--- src/logic/cgra_pkg.sv ---
package cgra_pkg;

  localparam int num_threads = 8;
  localparam int imem_words  = 2048; // 256 instructions per thread.
  localparam int rf_words    = 64;   // 8 registers per thread.

  typedef logic [15:0]            data_t;
  typedef logic [15:0]            instr_t;
  typedef logic [7:0]             pc_t;
  typedef logic [2:0]             thread_t;
  typedef logic [num_threads-1:0] thread_mask_t;
  typedef logic [2:0]             rf_addr_t;
  typedef logic [63:0]            conf_word_t;

  typedef enum logic [3:0] {
    op_pass_a, op_add, op_sub, op_mul, op_and, op_or, op_xor, op_max
  } alu_op_t;

  typedef enum logic [2:0] {
    conf_none, conf_instr, conf_const, conf_pc_max, conf_pc_loop, conf_ignore
  } conf_kind_t;

  // ********************
  localparam int conf_id_hi     = 63;
  localparam int conf_id_lo     = 56;
  localparam int conf_thread_hi = 55;
  localparam int conf_thread_lo = 53;
  localparam int conf_kind_hi   = 52;
  localparam int conf_kind_lo   = 50;
  localparam int conf_addr_hi   = 49;
  localparam int conf_addr_lo   = 42;
  localparam int conf_data_hi   = 15;
  localparam int conf_data_lo   = 0;

  // ********************
  localparam int instr_op_hi    = 15;
  localparam int instr_op_lo    = 12;
  localparam int instr_mux_a    = 11; // set selects fifo_data.
  localparam int instr_mux_b    = 10; // set selects the register file.
  localparam int instr_rf_we    = 9;
  localparam int instr_fifo_re  = 8;
  localparam int instr_out_a    = 7;
  localparam int instr_out_b    = 6;
  localparam int instr_raddr_hi = 5;
  localparam int instr_raddr_lo = 3;
  localparam int instr_waddr_hi = 2;
  localparam int instr_waddr_lo = 0;

endpackage

--- src/logic/conf_reader.sv ---
`timescale 1ns/1ps

module conf_reader import cgra_pkg::*; #(
  parameter logic [7:0] PE_ID = 8'd0
) (
  input  logic       clk,
  input  logic       arst_n,
  input  conf_word_t conf_bus,
  output logic       instr_we,
  output logic       const_we,
  output logic       pc_max_we,
  output logic       pc_loop_we,
  output logic       ignore_we,
  output thread_t    conf_thread,
  output pc_t        conf_addr,
  output data_t      conf_data
);

  conf_kind_t kind;
  logic       hit;

  assign kind = conf_kind_t'(conf_bus[conf_kind_hi:conf_kind_lo]);
  assign hit  = (conf_bus[conf_id_hi:conf_id_lo] == PE_ID) && (kind != conf_none);

  always_ff @(posedge clk or negedge arst_n) begin
    if (!arst_n) begin
      instr_we   <= 1'b0;
      const_we   <= 1'b0;
      pc_max_we  <= 1'b0;
      pc_loop_we <= 1'b0;
      ignore_we  <= 1'b0;
    end else begin
      instr_we   <= hit && (kind == conf_instr);
      const_we   <= hit && (kind == conf_const);
      pc_max_we  <= hit && (kind == conf_pc_max);
      pc_loop_we <= hit && (kind == conf_pc_loop);
      ignore_we  <= hit && (kind == conf_ignore);
    end
  end

  // words for other elements leave the last fields in place.
  always_ff @(posedge clk) begin
    if (hit) begin
      conf_thread <= conf_bus[conf_thread_hi:conf_thread_lo];
      conf_addr   <= conf_bus[conf_addr_hi:conf_addr_lo];
      conf_data   <= conf_bus[conf_data_hi:conf_data_lo];
    end
  end

endmodule

--- config.mk ---
export PLATFORM = sky130hd
export DESIGN_NAME = conf_reader
export DESIGN_NICKNAME = d
export VERILOG_FILES = /design/src/logic/cgra_pkg.sv /design/src/logic/conf_reader.sv
export SDC_FILE = /design/constraint.sdc
export NUM_CORES = 1
export LEC_CHECK = 0
export BUFFER_PORTS_ARGS = -buffer_cell sky130_fd_sc_hd__buf_4
export CORE_UTILIZATION = 30
export DETAILED_ROUTE_END_ITERATION = 7
export GPL_TIMING_DRIVEN = 0
export PLACE_DENSITY_LB_ADDON = 0.05
export SYNTH_ARGS = -nofsm -noshare
export SYNTH_HDL_FRONTEND = slang
export SYNTH_SLANG_ARGS = --single-unit
--- constraint.sdc ---
create_clock -name clk -period 0.8 [get_ports clk]
set_clock_uncertainty 0.1 [all_clocks]
set_input_delay 0.04 -clock clk [delete_from_list [all_inputs] [get_ports clk]]
set_output_delay 0.04 -clock clk [all_outputs]
set_load 0.1 [all_outputs]
* Word-level counts from Yosys, hierarchy flattened *
Index checks and enable logic that the tools add are counted.

cells by class
  reduce and logical (&&, ||, !) cells = 8
  equal/unequal tests = 5

operator list
  kind                                            number
  logical NOT 8 bit                               1
  == test 3 x 2 -> 1 bit (second input constant)  2
  == test 3 bit (second input constant)           2
  logical AND 1 bit                               6
  == test 3 x 1 -> 1 bit (second input constant)  1
  nonzero test 3 bit                              1

storage, ports and cells
  word-level logic and storage cells = 21
  output and inout bits = 32
  register bits = 32
  input port bits = 66

* Logic depth before layout (Yosys ltp) *
  depth after elaboration = 3
  mapped depth = 3
  gate-level depth less buffers = 2

* Least setup slack after synthesis *
OpenSTA, ideal clock, no wires.

  path type = input port to flip-flop
  start point = input port conf_bus[61]
  end point = register conf_addr[0], enable pin
  setup slack = -2.562 ns
  buffers on the path = 1
  stages = 3
  data arrival time = 2.810 ns
  required time = 0.247 ns
  library setup time = 0.453 ns
  path through = or4_1 -> clkbuf_1 -> a211oi_1

on the way
  longest elaborated chain between the ends = 2

RTL lines
  item                  line               source
  from (decl)           conf_reader.sv:8   input conf_word_t conf_bus,
  logical NOT 8 bit     conf_reader.sv:23  assign hit = (conf_bus[conf_id_hi:conf_id_lo] == PE_ID) && (kind != conf_none);
  logical AND 1 bit     conf_reader.sv:23
  named net hit         conf_reader.sv:20  logic hit;
  to (signal assigned)  conf_reader.sv:45  conf_addr <= conf_bus[conf_addr_hi:conf_addr_lo];
  to (decl)             conf_reader.sv:15  output pc_t conf_addr,

The timed path passes the listed nets, and every way through them passes these cells.
A chain may end at the register's enable or synchronous reset.

* Worst setup path in the final report *
  start point = input port conf_bus[57]
  end point = register conf_data[14], enable pin

on the way
  longest elaborated chain between the ends = 2

RTL lines
  item                  line               source
  logical NOT 8 bit     conf_reader.sv:23
  logical AND 1 bit     conf_reader.sv:23
  named net hit         conf_reader.sv:20
  to (signal assigned)  conf_reader.sv:46  conf_data <= conf_bus[conf_data_hi:conf_data_lo];
  to (decl)             conf_reader.sv:16  output data_t conf_data

The timed path passes the listed nets, and every way through them passes these cells.

==> impl_metrics.tcl <==
set metrics [dict create \
    status "finished with violations" \
    port_buffers 71 \
    wl_per_cell_um 14.3 \
    yosys.area.top_type "edfxtp_1" \
    drv_cap 0 \
    vias_per_cell 4.26 \
    drive_gt1_frac 0.609 \
    clockBufferDepth 2 \
    area_growth_syn_to_layout_pct 121 \
    fin_crit_ns 1.25 \
    grt_pass1_vias 971 \
    finalPower_mw 3.00 \
    ir_drop_uv 813 \
    worst_slew_pin_slew_ns 0.445 \
    numCtsBuffers 5 \
    fp.dieH_um 60.6 \
    antenna_left 0 \
    setup_tns_ns -21.37 \
    p_comb_frac 0.129 \
    vias 873 \
    first_pass_iters 2 \
    antennaDiodeCount 0 \
    cts_tree "built" \
    violations "negative hold slack, negative setup slack" \
    dieArea_um2 3670 \
    critPathLaunchType "primary input" \
    place_congestion 0.645 \
    cts_hold_buf 29 \
    end_kind "flop" \
    required_ns 0.74 \
    post-route-cell-area_um2 2280 \
    die_w_um 60.6 \
    power.internal_mw 2.36 \
    track_usage 0.179 \
    switching_share 0.211 \
    hold_viol 9 \
    switching_power_mw 0.631 \
    p_per_area_nw_per_um2 1310 \
    ys_seq_area_frac 0.908 \
    pre_cts_slack_ns -1.60 \
    synth_area_um2 1030 \
    arrival_ns 1.19 \
    core_um2 3150 \
    grt_overflow_total 0 \
    antenna_found_initial 0 \
    min_delay_path_depth 2 \
    worstSetupPathType "primary input to flop" \
    post_synth_num_cell_types 12 \
    timing.fmax_mhz 802 \
    rsz0062_at_grt "yes" \
    route.detailed.drc 0 \
    h-tree-depth 2 \
    fin_hold_ws_ns -0.172 \
    clkPwrFrac 0.266 \
    avgSynthCellArea_um2 21.9 \
    setup_viol_count_final 64 \
    final_cells 205 \
    power.leakage_nw 0.932 \
    final_util 0.724 \
    yosys-top-cells-area "edfxtp_1 79%, dfrtp_1 12%, nor4_1 2.4%" \
    finalCritPeriodShare 1.56 \
    path_max_fanout 7 \
    setup_ws_ns -0.448 \
    drv_slew 0 \
    io_pins 98 \
    cts.sinks 32 \
    grt_pass1_wl_mm 4.49 \
    yosys_register_bits 32 \
    syn_inst 47 \
    wirelength_mm 2.93 \
    max_slew_margin 0.702 \
    syn-num-nets 113 \
    synth_top_area_frac 0.786 \
    dp_cells 162 \
    drt_iter0_drc 16 \
    rows 20 \
    power_frac_seq 0.605 \
    grt_max_degree 10 \
    worst_setup_hold_path_clk_slew_ns 0.08 \
    fin_nets 227 \
    hp-class "primary input to flop" \
    place_area_um2 1660 \
    clock-root-buffer "clkbuf_4" \
    ys.warnings.count 0 \
    start_util 0.327 \
]
[what timing repair did]
action | CTS | global route
cloned | 2 | 0
gates resized for setup | 49 | 10
setup buffers | 9 | 2
endpoints found under the hold margin | 37 | 9
pin swaps | 5 | 6
endpoints found under the setup margin | 64 | 64
[worst max-delay path: stages]
cell and delay [ns]:
buf_6 0.09, or4_4 0.59, a211oi_4 0.29, buf_6 0.18
[cell usage after synthesis]
library cell / n
a211oi_1: 1
edfxtp_1: 27
nand2_1: 1
dfrtp_1: 5
nor4_1: 4
nor4b_2: 1
nor2_1: 1
buf_2: 1
or4_1: 2
clkbuf_1: 1
nand2b_1: 2
inv_1: 1
[layout make-up]
type	count	area [um2]
Sequential cell	32	942
Clock buffer	5	37.5
Multi-Input combinational cell	13	174
Fill cell	225	870
Tap cell	44	55.1
Inverter	1	3.75
Timing Repair Buffer	108	1060
Clock inverter	2	7.51
[cell usage in the layout, fill, tap and decap left out, types with 2 or more instances in the layout]
master | synthesis | layout
a211oi_4 | 0 | 2
buf_6 | 0 | 40
dlygate4sd3_1 | 0 | 29
or4_4 | 0 | 2
nor4_4 | 0 | 3
clkbuf_4 | 0 | 5
edfxtp_1 | 27 | 27
buf_8 | 0 | 4
dfrtp_2 | 0 | 5
buf_4 | 0 | 35
clkinv_1 | 0 | 2
nand2b_1 | 2 | 2
[power by group through the flow]
| stage | combinational (mW) | clock, mW | sequential (mW) |
|---|---|---|---|
| 2_1_floorplan | 0.0297 | 0 | 1.88 |
| 3_3_place_gp | 0.220 | 0 | 1.85 |
| 3_5_place_dp | 0.228 | 0 | 1.85 |
| 4_1_cts | 0.375 | 0.815 | 1.81 |
| 5_1_grt | 0.410 | 0.896 | 1.81 |
| 6_report | 0.386 | 0.797 | 1.81 |
[cells by family (layout without fill, tap and decap cells)]
logic type	Yosys count	after routing	share of synthesized area
flops	32	32	0.908
simple gates	11	11	0.0728
buf+inv	3	116	0.0121
compound gates	1	2	0.00728
[routing by layer]
layer  global-route usage  wire length (um)
met3               0.0469               228
met4               0.0779                51
met1                0.186              1070
met5                    0                 0
met2                0.338              1580
[flip-flops by register name, summed over array words and instances, names as in the netlist]
signal and count:
const_we 1, instr_we 1, conf_addr 8, conf_data 16
pc_loop_we 1, pc_max_we 1, conf_thread 3, ignore_we 1
[worst paths after layout]
path                              start       endpoint
setup / recovery           conf_bus[57]  conf_data[14]
max in group asynchronous        arst_n      pc_max_we
min in group asynchronous        arst_n       instr_we
hold / removal             conf_bus[52]      pc_max_we
Note: power is estimated with default switching activity, not from simulation.
