`src/logic/cgra_pkg.sv`:
```
package cgra_pkg;

  localparam int num_threads = 8;
  localparam int imem_words  = 2048; // 256 instructions per thread.
  localparam int rf_words    = 64;   // 8 registers per thread.

  typedef logic [15:0]            data_t;
  typedef logic [15:0]            instr_t;
  typedef logic [7:0]             pc_t;
  typedef logic [2:0]             thread_t;
  typedef logic [num_threads-1:0] thread_mask_t;
  typedef logic [2:0]             rf_addr_t;
  typedef logic [63:0]            conf_word_t;

  typedef enum logic [3:0] {
    op_pass_a, op_add, op_sub, op_mul, op_and, op_or, op_xor, op_max
  } alu_op_t;

  typedef enum logic [2:0] {
    conf_none, conf_instr, conf_const, conf_pc_max, conf_pc_loop, conf_ignore
  } conf_kind_t;

  // ********************
  localparam int conf_id_hi     = 63;
  localparam int conf_id_lo     = 56;
  localparam int conf_thread_hi = 55;
  localparam int conf_thread_lo = 53;
  localparam int conf_kind_hi   = 52;
  localparam int conf_kind_lo   = 50;
  localparam int conf_addr_hi   = 49;
  localparam int conf_addr_lo   = 42;
  localparam int conf_data_hi   = 15;
  localparam int conf_data_lo   = 0;

  // ********************
  localparam int instr_op_hi    = 15;
  localparam int instr_op_lo    = 12;
  localparam int instr_mux_a    = 11; // set selects fifo_data.
  localparam int instr_mux_b    = 10; // set selects the register file.
  localparam int instr_rf_we    = 9;
  localparam int instr_fifo_re  = 8;
  localparam int instr_out_a    = 7;
  localparam int instr_out_b    = 6;
  localparam int instr_raddr_hi = 5;
  localparam int instr_raddr_lo = 3;
  localparam int instr_waddr_hi = 2;
  localparam int instr_waddr_lo = 0;

endpackage

```
`src/logic/thread_context.sv`:
```
`timescale 1ns/1ps

module thread_context import cgra_pkg::*; #(
  parameter thread_t THREAD_INDEX = 3'd0
) (
  input  logic    clk,
  input  logic    arst_n,
  input  thread_t conf_thread,
  input  pc_t     conf_value,
  input  logic    pc_max_we,
  input  logic    pc_loop_we,
  input  logic    ignore_we,
  input  logic    step,
  input  logic    fifo_count,
  output pc_t     pc,
  output logic    ignore_done
);

  pc_t  pc_max;
  pc_t  pc_loop;
  pc_t  ignore_limit;
  pc_t  ignore_cnt;
  logic sel;

  assign sel         = (conf_thread == THREAD_INDEX);
  assign ignore_done = (ignore_cnt == ignore_limit); // the count saturates here.

  always_ff @(posedge clk or negedge arst_n) begin
    if (!arst_n) begin
      pc_max       <= '0;
      pc_loop      <= '0;
      ignore_limit <= '0;
      ignore_cnt   <= '0;
      pc           <= '0;
    end else begin
      if (sel && pc_max_we) pc_max <= conf_value;
      if (sel && pc_loop_we) pc_loop <= conf_value;
      if (sel && ignore_we) begin
        ignore_limit <= conf_value;
        ignore_cnt   <= '0; // a new limit restarts the count.
      end else if (fifo_count && !ignore_done) begin
        ignore_cnt <= ignore_cnt + 8'd1;
      end
      if (step) pc <= (pc == pc_max) ? pc_loop : pc + 8'd1;
    end
  end

endmodule

```
`config.mk`:
```
export PLATFORM = sky130hd
export DESIGN_NAME = thread_context
export DESIGN_NICKNAME = d
export VERILOG_FILES = /design/src/logic/cgra_pkg.sv /design/src/logic/thread_context.sv
export SDC_FILE = /design/constraint.sdc
export NUM_CORES = 1
export LEC_CHECK = 0
export ABC_AREA = 1
export BUFFER_PORTS_ARGS = -buffer_cell sky130_fd_sc_hd__buf_4
export CAP_MARGIN = 15
export CORE_AREA = 4 4 92 94
export CTS_BUF_LIST = sky130_fd_sc_hd__clkbuf_16
export CTS_CLUSTER_SIZE = 10
export DETAILED_ROUTE_END_ITERATION = 10
export DIE_AREA = 0 0 96 98
export SLEW_MARGIN = 25
export SYNTH_ARGS = -nofsm -noshare
export SYNTH_HDL_FRONTEND = slang
export SYNTH_SLANG_ARGS = --single-unit
```
`constraint.sdc`:
```
create_clock -name clk -period 2 [get_ports clk]
set_clock_uncertainty 0.2 [all_clocks]
set_input_delay 0.1 -clock clk [delete_from_list [all_inputs] [get_ports clk]]
set_output_delay 0.1 -clock clk [all_outputs]
set_load 0.01 [all_outputs]
```
After elaboration in Yosys (flattened, before gate mapping)
Index checks and enable logic that the tools add are counted.

Register bits: 40. Input port bits: 18. Word-level logic and storage cells: 19.

Add/subtract/negate cells: 2. Equality and inequality tests: 2. Muxes and demuxes: 3. Reduce and logical (&&, ||, !) cells: 7.

Operator list (count): $mux 8 (3); $add 8x1->8 const B (2); $eq 8x8->1 (2); $logic_and 1x1->1 (4); $logic_not 3->1 (1); $reduce_bool 2->1 (1); $logic_not 1->1 (1).

Logic depth before layout (Yosys ltp)
Depth in word-level cells: 5. Depth in mapped cells: 10.

Least setup slack after synthesis
Ideal clock, no wire load.

Kind: register to register. Start point: reg pc[0]. End point: reg pc[6]. Library setup time: 0.117 ns. Arrival time: 1.159 ns. Slack: 0.524 ns. Cell stages (with the launch flop): 8. Clock period less this slack: 1.476 ns. Path through: dfrtp_1 -> ha_1 -> nand3_1 -> nor2_1 -> xnor2_1 -> nand2_1 -> nand3_1 -> nand2_1.

Longest elaborated chain between the ends: 2. Elaborated cells on any way between the ends: 3. Classes of those cells: add/sub (1); eq/ne (1); mux (1).

RTL lines: start: declaration (line thread_context.sv:15) `output pc_t pc,`; start signal: assignment (line thread_context.sv:44) `if (step) pc <= (pc == pc_max) ? pc_loop : pc + 8'd1;`; $add 8x1->8 / $eq 8x8->1 (equally long branches) (line thread_context.sv:44); $mux 8 * (line thread_context.sv:44).

Every way passes the cells marked *; elsewhere a longest branch is shown, timed or not. A chain may end at the register's enable or synchronous reset.

Final worst setup path
Start point: reg ignore_cnt[6]. End point: out ignore_done.

Longest elaborated chain between the ends: 1.

RTL lines: start: declaration (line thread_context.sv:22) `pc_t ignore_cnt;`; start signal: assignment (line thread_context.sv:42) `ignore_cnt <= ignore_cnt + 8'd1;`; $eq 8x8->1 (line thread_context.sv:26) `assign ignore_done = (ignore_cnt == ignore_limit);`; end: declaration (line thread_context.sv:16) `output logic ignore_done`.

Every way passes these cells.

==> results_dict.tcl <==
set metrics [dict create \
    yosysWarnings 0 \
    synth_top_area_share_pct 44.2 \
    clock_latency_ps 270 \
    relSlewSlack_pct 62.7 \
    numCtsBuffers 5 \
    use_met3_pct 2.31 \
    met1_usage_pct 15.8 \
    clk_path_buf_depth 2 \
    top_usage_layer "met2" \
    drt-initial-drc-count 122 \
    htreeDepth 2 \
    synth-edff-count 0 \
    p_leak_nw 1.46 \
    core.rowCount 32 \
    ys_top_cells_by_count "nand2_1 (103), inv_1 (45), dfrtp_1 (40)" \
    setup_slack_ps 236 \
    ys_types 20 \
    synth_area_um2 2260 \
    fp.dieH_um 98 \
    die_width_um 96 \
    rsz0062_at_grt "no" \
    ys_ff_latch 40 \
    cp_slowest_stage_delay_ps 450 \
    worst-setup-path-type "reg2out" \
    required_ps 1700 \
    crit_chain "xnor2_1 -> nand2_2 -> nor2_4 -> nand2_4 -> inv_1 -> buf_4" \
    wl_per_cell_um 11.2 \
    met2_usage_pct 18.2 \
    vias_per_cell 4.38 \
    synthArstFlopShare_pct 100 \
    post_cts_buffers 0 \
    fin_nets 357 \
    hp-class "in2async" \
    r2r_setup_slack_ps 360 \
    cts-root-buf "clkbuf_16" \
    powerDensity_nw_per_um2 1060 \
    yosysSeqAreaShare_pct 44.2 \
    worstMarginPinSlew_ps 558 \
    drtPass1Iterations 4 \
    cts_tree "yes" \
    yosysMostFrequentCell "nand2_1" \
    syn_nets 320 \
    drive_above_1_share_pct 14.5 \
    n_antenna_cell 0 \
    syn_avg_cell_area_um2 7.54 \
    netlist_instances 300 \
    grtUsageTotal_pct 11.7 \
    grt_max_degree 41 \
    post-place-ws_ps 397 \
    ant_nets 0 \
    cts_sinks 40 \
    arrival_ps 1460 \
    end_kind "output port" \
    grt_pass1_vias 1900 \
    ys.flop_type "dfrtp_1" \
    clk_pin_slew_ps 60 \
    fin_crit_ps 1760 \
    syn2layout_area_growth_pct 23.7 \
    tns_ps 0 \
    setup_violations 0 \
    status "finished clean" \
    dp_hpwl_um 3560 \
    dieArea_um2 9410 \
    port_buffers 26 \
    gp_congestion 0.818 \
    critPathLaunchType "register" \
    n_fill_cell 786 \
    fmax_mhz 567 \
    vdd_drop_max_v 0.000347 \
    gr-total-overflow 0 \
    antenna_found_initial 0 \
    hold_violations 0 \
    vias 1929 \
    finalMaxSlewViolations 0 \
    maxCapViolations 0 \
    cpMaxStageDelayCell "dfrtp_1" \
    grt_pass1_wl_um 8880 \
    cp_max_fo 10 \
    fin_crit_sh_pct 88.2 \
    synthTopCellsByArea "dfrtp_1 (44%), nand2_1 (17%), inv_1 (7.5%), nand3_1 (5.8%), o21ai_0 (5.3%)" \
    drc 0 \
    yosysTopAreaCell "dfrtp_1" \
    routed_wl_um 4950 \
    io_pins 27 \
    core_um2 7650 \
    initial_core_util_pct 29.6 \
]
==> worst max-delay path, delay by kind of cell, from the launching register on <==
family | cells | cell delay, ps
DFF | 1 | 450
xor gates and xnor gates | 1 | 230
buffers and inverters | 2 | 180
and+or+nand+nor | 3 | 310
==> power by group <==
part	leakage [nW]	internal [W]	switching [W]
clock network	0.0738	0.000448	0.000287
registers	0.512	0.00100	0.000248
logic	0.873	0.000444	0.000535
==> stage by stage <==
stage | utilization (%) | cell area, µm² | total power, W | hold slack (ps) | cells
floorplan | - | 2260 | 0.00192 | -396 | 300
global placement | 33.4 | 2550 | 0.00221 | -83.4 | 421
detailed placement | 33.4 | 2550 | 0.00224 | -81.9 | 421
CTS | 36.6 | 2800 | 0.00301 | 164 | 440
global route | 36.6 | 2800 | 0.00322 | 207 | 440
finish | 36.6 | 2800 | 0.00297 | 138 | 440
==> kinds of logic (layout without fill, tap and decap cells) <==
family	count (synthesis)	after routing	share of synthesized area, %
flip-flops	40	40	44.2
XOR/XNOR	15	15	5.81
buffers and inverters	53	91	9.29
AND/OR/NAND/NOR	166	166	34.2
adder cells (fa/ha/maj)	2	2	1.11
AO/OA/AOI/OAI	24	24	5.31
==> per-layer routing <==
metal  vias to the layer above  wire length [µm]
met2                        39              2240
met3                         8               175
met1                       873              2430
met5                         -                 0
li1                       1009                 -
met4                         0               105
==> cell type report <==
class	count	area, µm²	area share, %
Tap cell	102	128	4.56
Multi-Input combinational cell	207	1050	37.6
Timing Repair Buffer	38	313	11.2
Clock inverter	3	11.3	0.403
Clock buffer	5	125	4.47
Inverter	45	169	6.04
Sequential cell	40	1000	35.8
==> registers in the layout, summed over array words and instances, names as in the netlist <==
name / count
ignore_cnt: 8
ignore_limit: 8
pc: 8
pc_loop: 8
pc_max: 8
==> placed cells by master (no fill, tap or decap), types with 6 or more instances in the layout <==
cell type	instances
nand2_1	103
inv_1	47
dfrtp_1	40
buf_4	27
nand3_1	26
o21ai_0	24
nor2_1	11
dlygate4sd3_1	11
xnor2_1	9
nand4_1	8
nand3_2	7
xor2_1	6
==> final timing paths <==
path | start | to | depth (start not counted)
setup reg to reg | pc[0]$_DFFE_PN0P_ | pc[7]$_DFFE_PN0P_ | 8
max in group asynchronous | arst_n | pc_max[0]$_DFFE_PN0P_ | 2
min in group clk | ignore_we | ignore_limit[1]$_DFFE_PN0P_ | 5
hold reg to reg | pc_loop[4]$_DFFE_PN0P_ | pc_loop[4]$_DFFE_PN0P_ | 2
hold / removal | arst_n | ignore_cnt[6]$_DFFE_PN0P_ | 2
setup / recovery | ignore_cnt[6]$_DFFE_PN0P_ | ignore_done | 6
==> repair_timing <==
item | 4_1_cts | 5_1_grt
hold endpoints to repair | 80 | 0
endpoints found under the setup margin | 0 | 0
hold buffers | 11 | 0
gates resized for setup | 0 | 0
Note: power is estimated with default switching activity, not from simulation.
