## src/logic/cgra_pkg.sv

```systemverilog
package cgra_pkg;

  localparam int num_threads = 8;
  localparam int imem_words  = 2048; // 256 instructions per thread.
  localparam int rf_words    = 64;   // 8 registers per thread.

  typedef logic [15:0]            data_t;
  typedef logic [15:0]            instr_t;
  typedef logic [7:0]             pc_t;
  typedef logic [2:0]             thread_t;
  typedef logic [num_threads-1:0] thread_mask_t;
  typedef logic [2:0]             rf_addr_t;
  typedef logic [63:0]            conf_word_t;

  typedef enum logic [3:0] {
    op_pass_a, op_add, op_sub, op_mul, op_and, op_or, op_xor, op_max
  } alu_op_t;

  typedef enum logic [2:0] {
    conf_none, conf_instr, conf_const, conf_pc_max, conf_pc_loop, conf_ignore
  } conf_kind_t;

  // ********************
  localparam int conf_id_hi     = 63;
  localparam int conf_id_lo     = 56;
  localparam int conf_thread_hi = 55;
  localparam int conf_thread_lo = 53;
  localparam int conf_kind_hi   = 52;
  localparam int conf_kind_lo   = 50;
  localparam int conf_addr_hi   = 49;
  localparam int conf_addr_lo   = 42;
  localparam int conf_data_hi   = 15;
  localparam int conf_data_lo   = 0;

  // ********************
  localparam int instr_op_hi    = 15;
  localparam int instr_op_lo    = 12;
  localparam int instr_mux_a    = 11; // set selects fifo_data.
  localparam int instr_mux_b    = 10; // set selects the register file.
  localparam int instr_rf_we    = 9;
  localparam int instr_fifo_re  = 8;
  localparam int instr_out_a    = 7;
  localparam int instr_out_b    = 6;
  localparam int instr_raddr_hi = 5;
  localparam int instr_raddr_lo = 3;
  localparam int instr_waddr_hi = 2;
  localparam int instr_waddr_lo = 0;

endpackage

```

## src/logic/thread_select.sv

```systemverilog
`timescale 1ns/1ps

module thread_select import cgra_pkg::*; (
  input  logic         clk,
  input  logic         arst_n,
  input  logic         en,
  input  logic         fifo_req,
  input  pc_t          ctx_pc [num_threads],
  input  thread_mask_t ctx_ignore_done,
  output thread_t      fetch_thread,
  output pc_t          fetch_pc,
  output thread_mask_t fetch_onehot,
  output thread_mask_t count_onehot,
  output logic         fifo_pass
);

  thread_t thread_cnt;
  thread_t thread_dec; // thread now in the decode stage.

  always_ff @(posedge clk or negedge arst_n) begin
    if (!arst_n) begin
      thread_cnt <= '0;
      thread_dec <= '0;
    end else if (en) begin
      thread_cnt <= thread_cnt + 3'd1;
      thread_dec <= thread_cnt;
    end
  end

  assign fetch_thread = thread_cnt;
  assign fetch_pc     = ctx_pc[thread_cnt];

  // ********************
  assign fetch_onehot = en ? (thread_mask_t'(1) << thread_cnt) : '0;
  assign count_onehot = (fifo_req && en) ? (thread_mask_t'(1) << thread_dec) : '0;
  assign fifo_pass    = ctx_ignore_done[thread_dec];

endmodule

```

## config.mk

```make
export PLATFORM = sky130hd
export DESIGN_NAME = thread_select
export DESIGN_NICKNAME = d
export VERILOG_FILES = /design/src/logic/cgra_pkg.sv /design/src/logic/thread_select.sv
export SDC_FILE = /design/constraint.sdc
export NUM_CORES = 1
export LEC_CHECK = 0
export BUFFER_PORTS_ARGS = -buffer_cell sky130_fd_sc_hd__buf_2
export CAP_MARGIN = 15
export CELL_PAD_IN_SITES_DETAIL_PLACEMENT = 2
export CELL_PAD_IN_SITES_GLOBAL_PLACEMENT = 2
export CORE_MARGIN = 10
export CORE_UTILIZATION = 18
export DETAILED_ROUTE_END_ITERATION = 10
export GPL_ROUTABILITY_DRIVEN = 0
export GPL_TIMING_DRIVEN = 0
export MAX_ROUTING_LAYER = met4
export PLACE_DENSITY_LB_ADDON = 0.1
export SLEW_MARGIN = 25
export SYNTH_ARGS = -nofsm -noshare
export SYNTH_HDL_FRONTEND = slang
export SYNTH_SLANG_ARGS = --single-unit
```

## constraint.sdc

```tcl
create_clock -name clk -period 2.1 [get_ports clk]
set_clock_uncertainty 0.05 [all_clocks]
set_input_delay 0.42 -clock clk [delete_from_list [all_inputs] [get_ports clk]]
set_output_delay 0.42 -clock clk [all_outputs]
set_load 0.05 [all_outputs]
```

Yosys cells after proc, flatten, opt, wreduce, memory -nomap -nowiden
Index checks and enable logic that the tools add are counted.
- register bits after elaboration: 6
- bits in latches: 0
- memory bits (writable): 0
- ROM bits: 0
- input bits: 76
- output and inout port bits: 28
- word-level logic and storage cells: 16
- memories kept: 0
- add/sub/neg operators: 1
- multiply operators: 0
- div/mod/pow operators: 0
- $lt $le $gt $ge: 2
- equality and inequality tests: 0
- shift-type cells: 2
- muxes and demuxes: 7
- bitwise operators: 1
- reductions and logical operators: 1
- operator list (operator ; number):
    8-bit two-way mux ; 4
    8-bit binary-select mux with 3-bit select ; 1
    1-bit by 3-bit left shift with 8-bit output, first input constant ; 2
    4-bit >= comparator, second input constant ; 1
    3-bit by 4-bit less-than comparator with 1-bit output, second input constant ; 1
    3-bit inverter with 4-bit output ; 1
    3-bit by 1-bit adder with 3-bit output, second input constant ; 1
    1-bit binary-select mux with 3-bit select ; 1
    1-bit logical AND ; 1
    1-bit two-way mux ; 1

Depth between registers and ports, before layout
- depth after elaboration: 4
- depth in mapped cells: 6
- depth with buffers taken out: 4

Worst setup path before layout
Ideal clock, no wire load.
- path kind: reg-to-output
- from: register thread_cnt[0] (netlist: fetch_thread[0])
- to: output fetch_pc[0]
- arrival: 1.899 ns
- data required time: 1.630 ns
- path slack: -0.269 ns
- stages on the path, launching flop included: 5
- path buffers: 2
- path through: dfrtp_1 buf_6 buf_12 mux4_2 mux2_2
- word-level cells in the longest chain between the ends: 4
- RTL lines (element ; RTL line ; text):
    start, declared ; thread_select.sv:17 ; thread_t thread_cnt;
    start signal, assigned ; thread_select.sv:25 ; thread_cnt <= thread_cnt + 3'd1;
    3-bit inverter with 4-bit output (not written as such) ; thread_select.sv:31 ; assign fetch_pc = ctx_pc[thread_cnt];
    8-bit binary-select mux with 3-bit select ; thread_select.sv:31 ;
    8-bit two-way mux (not written as such) (2 in series) ; thread_select.sv:31 ;
    end, declared ; thread_select.sv:11 ; output pc_t fetch_pc,
Every way passes these cells. The select of a mux whose other input is x is not followed.

Final worst setup path
Same ends and word-level chain as after synthesis.

==> key figures <==
Logic synthesis
  – Synth cell count leaders: mux2_2, mux4_1, mux4_2
  – Largest cells by area after synthesis: mux4_1, mux4_2, dfrtp_1
  – Ys flop type: dfrtp_1
  – Post-synthesis sequential area ratio: 15.0%
  – Syn. warnings: 0
  – Mapped Nets: 159
  – Netlist Area Pre-Place: 1000 um^2
  – EDFF count, synth: 0
  – Number of synthesized register bits: 6
  – Synthesized area per cell: 13.0 um^2
  – Post-synth ARST share: 100%
  – Mapped Cells: 77
  – Synth top area share: 23.7%
  – Post-synth top area cell: mux4_1
  – Count leader, synth: mux2_2
  – Netlist cell types: 22

Drt
  – Routed WL per cell: 20.1 um
  – Initial drt markers: 20
  – DRT Pass-1 Iters: 2
  – Drt drc: 0
  – Via count: 1146
  – Detailed-route wire length: 5280 um
  – Via density: 4.36
  – Final ANT Viol Nets: 0

STA
  – Rel. slew slack: 75.8%
  – Setup TNS: -1.65 ns
  – Min Tclk post-route: 2.28 ns
  – Fmax: 0.438 GHz
  – Slew Viols, Final: 0
  – RSZ-0062 raised after global routing: yes
  – Hold Vio Cnt, Final: 0
  – # setup viols final: 12
  – Worst hold slack: 0.499 ns
  – Final setup margin: -0.185 ns
  – Fin crit share: 109%
  – Worst slew pin tran: 0.363 ns

Placement
  – Port Buffers: 102
  – HPWL after detailed placement: 4420 um
  – Dpl ws: -0.126 ns

GRT
  – Largest net degree at the start of global routing: 12
  – Initial antenna violation count: 0
  – Grt ovf: 0
  – Vias in the first global route: 1408
  – First-pass GRT wire length: 8110 um
  – All-Layer GR Usage: 11.8%

Floorplan
  – # IOs: 104
  – Die ar.: 0.00893 mm^2
  – Initial Utilization: 18.4%
  – DIE WIDTH: 94.5 um
  – Core area: 0.00544 mm^2
  – Die Span Y: 94.5 um
  – # rows: 27

Setup path
  – CP Class: flop to output pin
  – Crit-path cells: buf_12 -> buf_12 -> mux4_2 -> mux2_4 -> buf_8
  – CP arrival: 1.81 ns
  – Reg2reg setup slack: 0.58 ns
  – CP max-delay cell: mux4_2
  – Crit path max fanout: 8
  – Crit end category: output pin
  – Startpoint Class: flop
  – Req. time, crit path: 1.63 ns
  – Worst path most repeated cell: buf_12
  – Crit-path max cell delay: 0.50 ns

Clock network
  – Clock-pin slew on the worst setup and hold paths: 0.04 ns
  – Root buffer cell: clkbuf_8
  – CTS Buf Count: 3
  – H-tree levels: 1
  – Clock Sinks: 6
  – Clock Tree Buf Depth: 2
  – Worst-Skew Late Latency: 0.22 ns
  – CTS tree: yes

Run
  – # Max-Cap Violations: 0

Power and ir drop
  – Leak Pwr: 0.980 nW
  – PwrDens: 1680 mW/mm^2
  – Peak supply drop: 0.799 mV
  – Total power: 3.32 mW

Final layout
  – # diodes: 0
  – Layout cell share with drive strength beyond 1: 83.8%
  – Fin nets: 274
  – Layout fillers: 622
  – Area grow syn2layout: 96.9%
  – Util after Layout: 36.2%

Hold path
  – Hold WC Path Type: input port to asynchronous set/reset pin

Outcome
  – Failing checks: setup timing
  – Status: finished, violations left
state kept, by name, summed over array words and instances, names as in the netlist:
name / count
fetch_thread: 3
thread_dec: 3
where the power goes:
part	total, mW	switching [mW]	leakage [nW]	internal, mW
sequential	0.289	0.107	0.0675	0.181
combinational	2.84	1.49	0.890	1.35
clock	0.182	0.0516	0.0228	0.131
per-layer routing:
metal	GRT usage (%)	vias to the layer above	share of wire (%)
li1	-	533	-
met1	12.8	569	39
met2	22.9	44	57
met3	2.06	0	4.1
met4	0.374	0	0
met5	-	-	0
final timing paths:
path                            cells past startpoint                          end                         from
worst max-delay path                                5                  fetch_pc[0]  fetch_thread[0]$_DFFE_PN0P_
worst min-delay path                                2  fetch_thread[0]$_DFFE_PN0P_                       arst_n
worst max register to register                      8  fetch_thread[1]$_DFFE_PN0P_  fetch_thread[0]$_DFFE_PN0P_
worst min register to register                      1    thread_dec[2]$_DFFE_PN0P_    thread_dec[2]$_DFFE_PN0P_
max in group asynchronous                           2    thread_dec[1]$_DFFE_PN0P_                       arst_n
min in group clk                                    1    thread_dec[2]$_DFFE_PN0P_    thread_dec[2]$_DFFE_PN0P_
final cells by class:
cell class | count | area (um^2) | area share (%)
clock buffers | 4 | 45.0 | 2.29
multi-input cells | 61 | 862 | 43.8
plain buffers | 6 | 61.3 | 3.12
inverters | 3 | 23.8 | 1.21
repair buffers | 111 | 732 | 37.2
well taps | 72 | 90.1 | 4.58
flip-flops and latches | 6 | 154 | 7.82
worst max-delay path: cells and delay by family (launching register included):
family                 cells  cell delay [ns]
muxes                      2             0.78
buffers and inverters      3             0.42
DFF                        1             0.39
stage by stage:
stage               instance area (um^2)  cells
finish                              1970    263
global placement                    1640    251
detailed placement                  1640    251
global route                        1970    263
CTS                                 1870    260
floorplan                           1040     77
logic make-up (layout without fill, tap and decap cells):
| kind of cell | after synthesis | after routing | synth area share, % |
|---|---|---|---|
| and+or+nand+nor | 22 | 22 | 11.5 |
| adders and majority gates | 6 | 6 | 7.51 |
| AOI/OAI and AO/OA | 1 | 1 | 0.500 |
| DFF | 6 | 6 | 15.0 |
| muxes | 31 | 31 | 58.4 |
| buffers and inverters | 10 | 124 | 6.13 |
| xor gates and xnor gates | 1 | 1 | 0.876 |
cell usage in the layout (no fill, tap or decap), types with 4 or more instances in the layout:
master and count:
mux4_1 4, buf_4 7, mux2_2 4, nor2_1 6, buf_8 12, buf_2 88
mux4_2 14, mux2_4 8, and3_4 4
what timing repair did:
action	CTS	global route
setup buffers	4	4
gates resized for setup	47	30
setup endpoints to repair	16	17
pin swaps	0	0
hold buffers	1	0
gates cloned	1	0
endpoints found under the hold margin	6	0
Power figures use the tool's default switching activity.
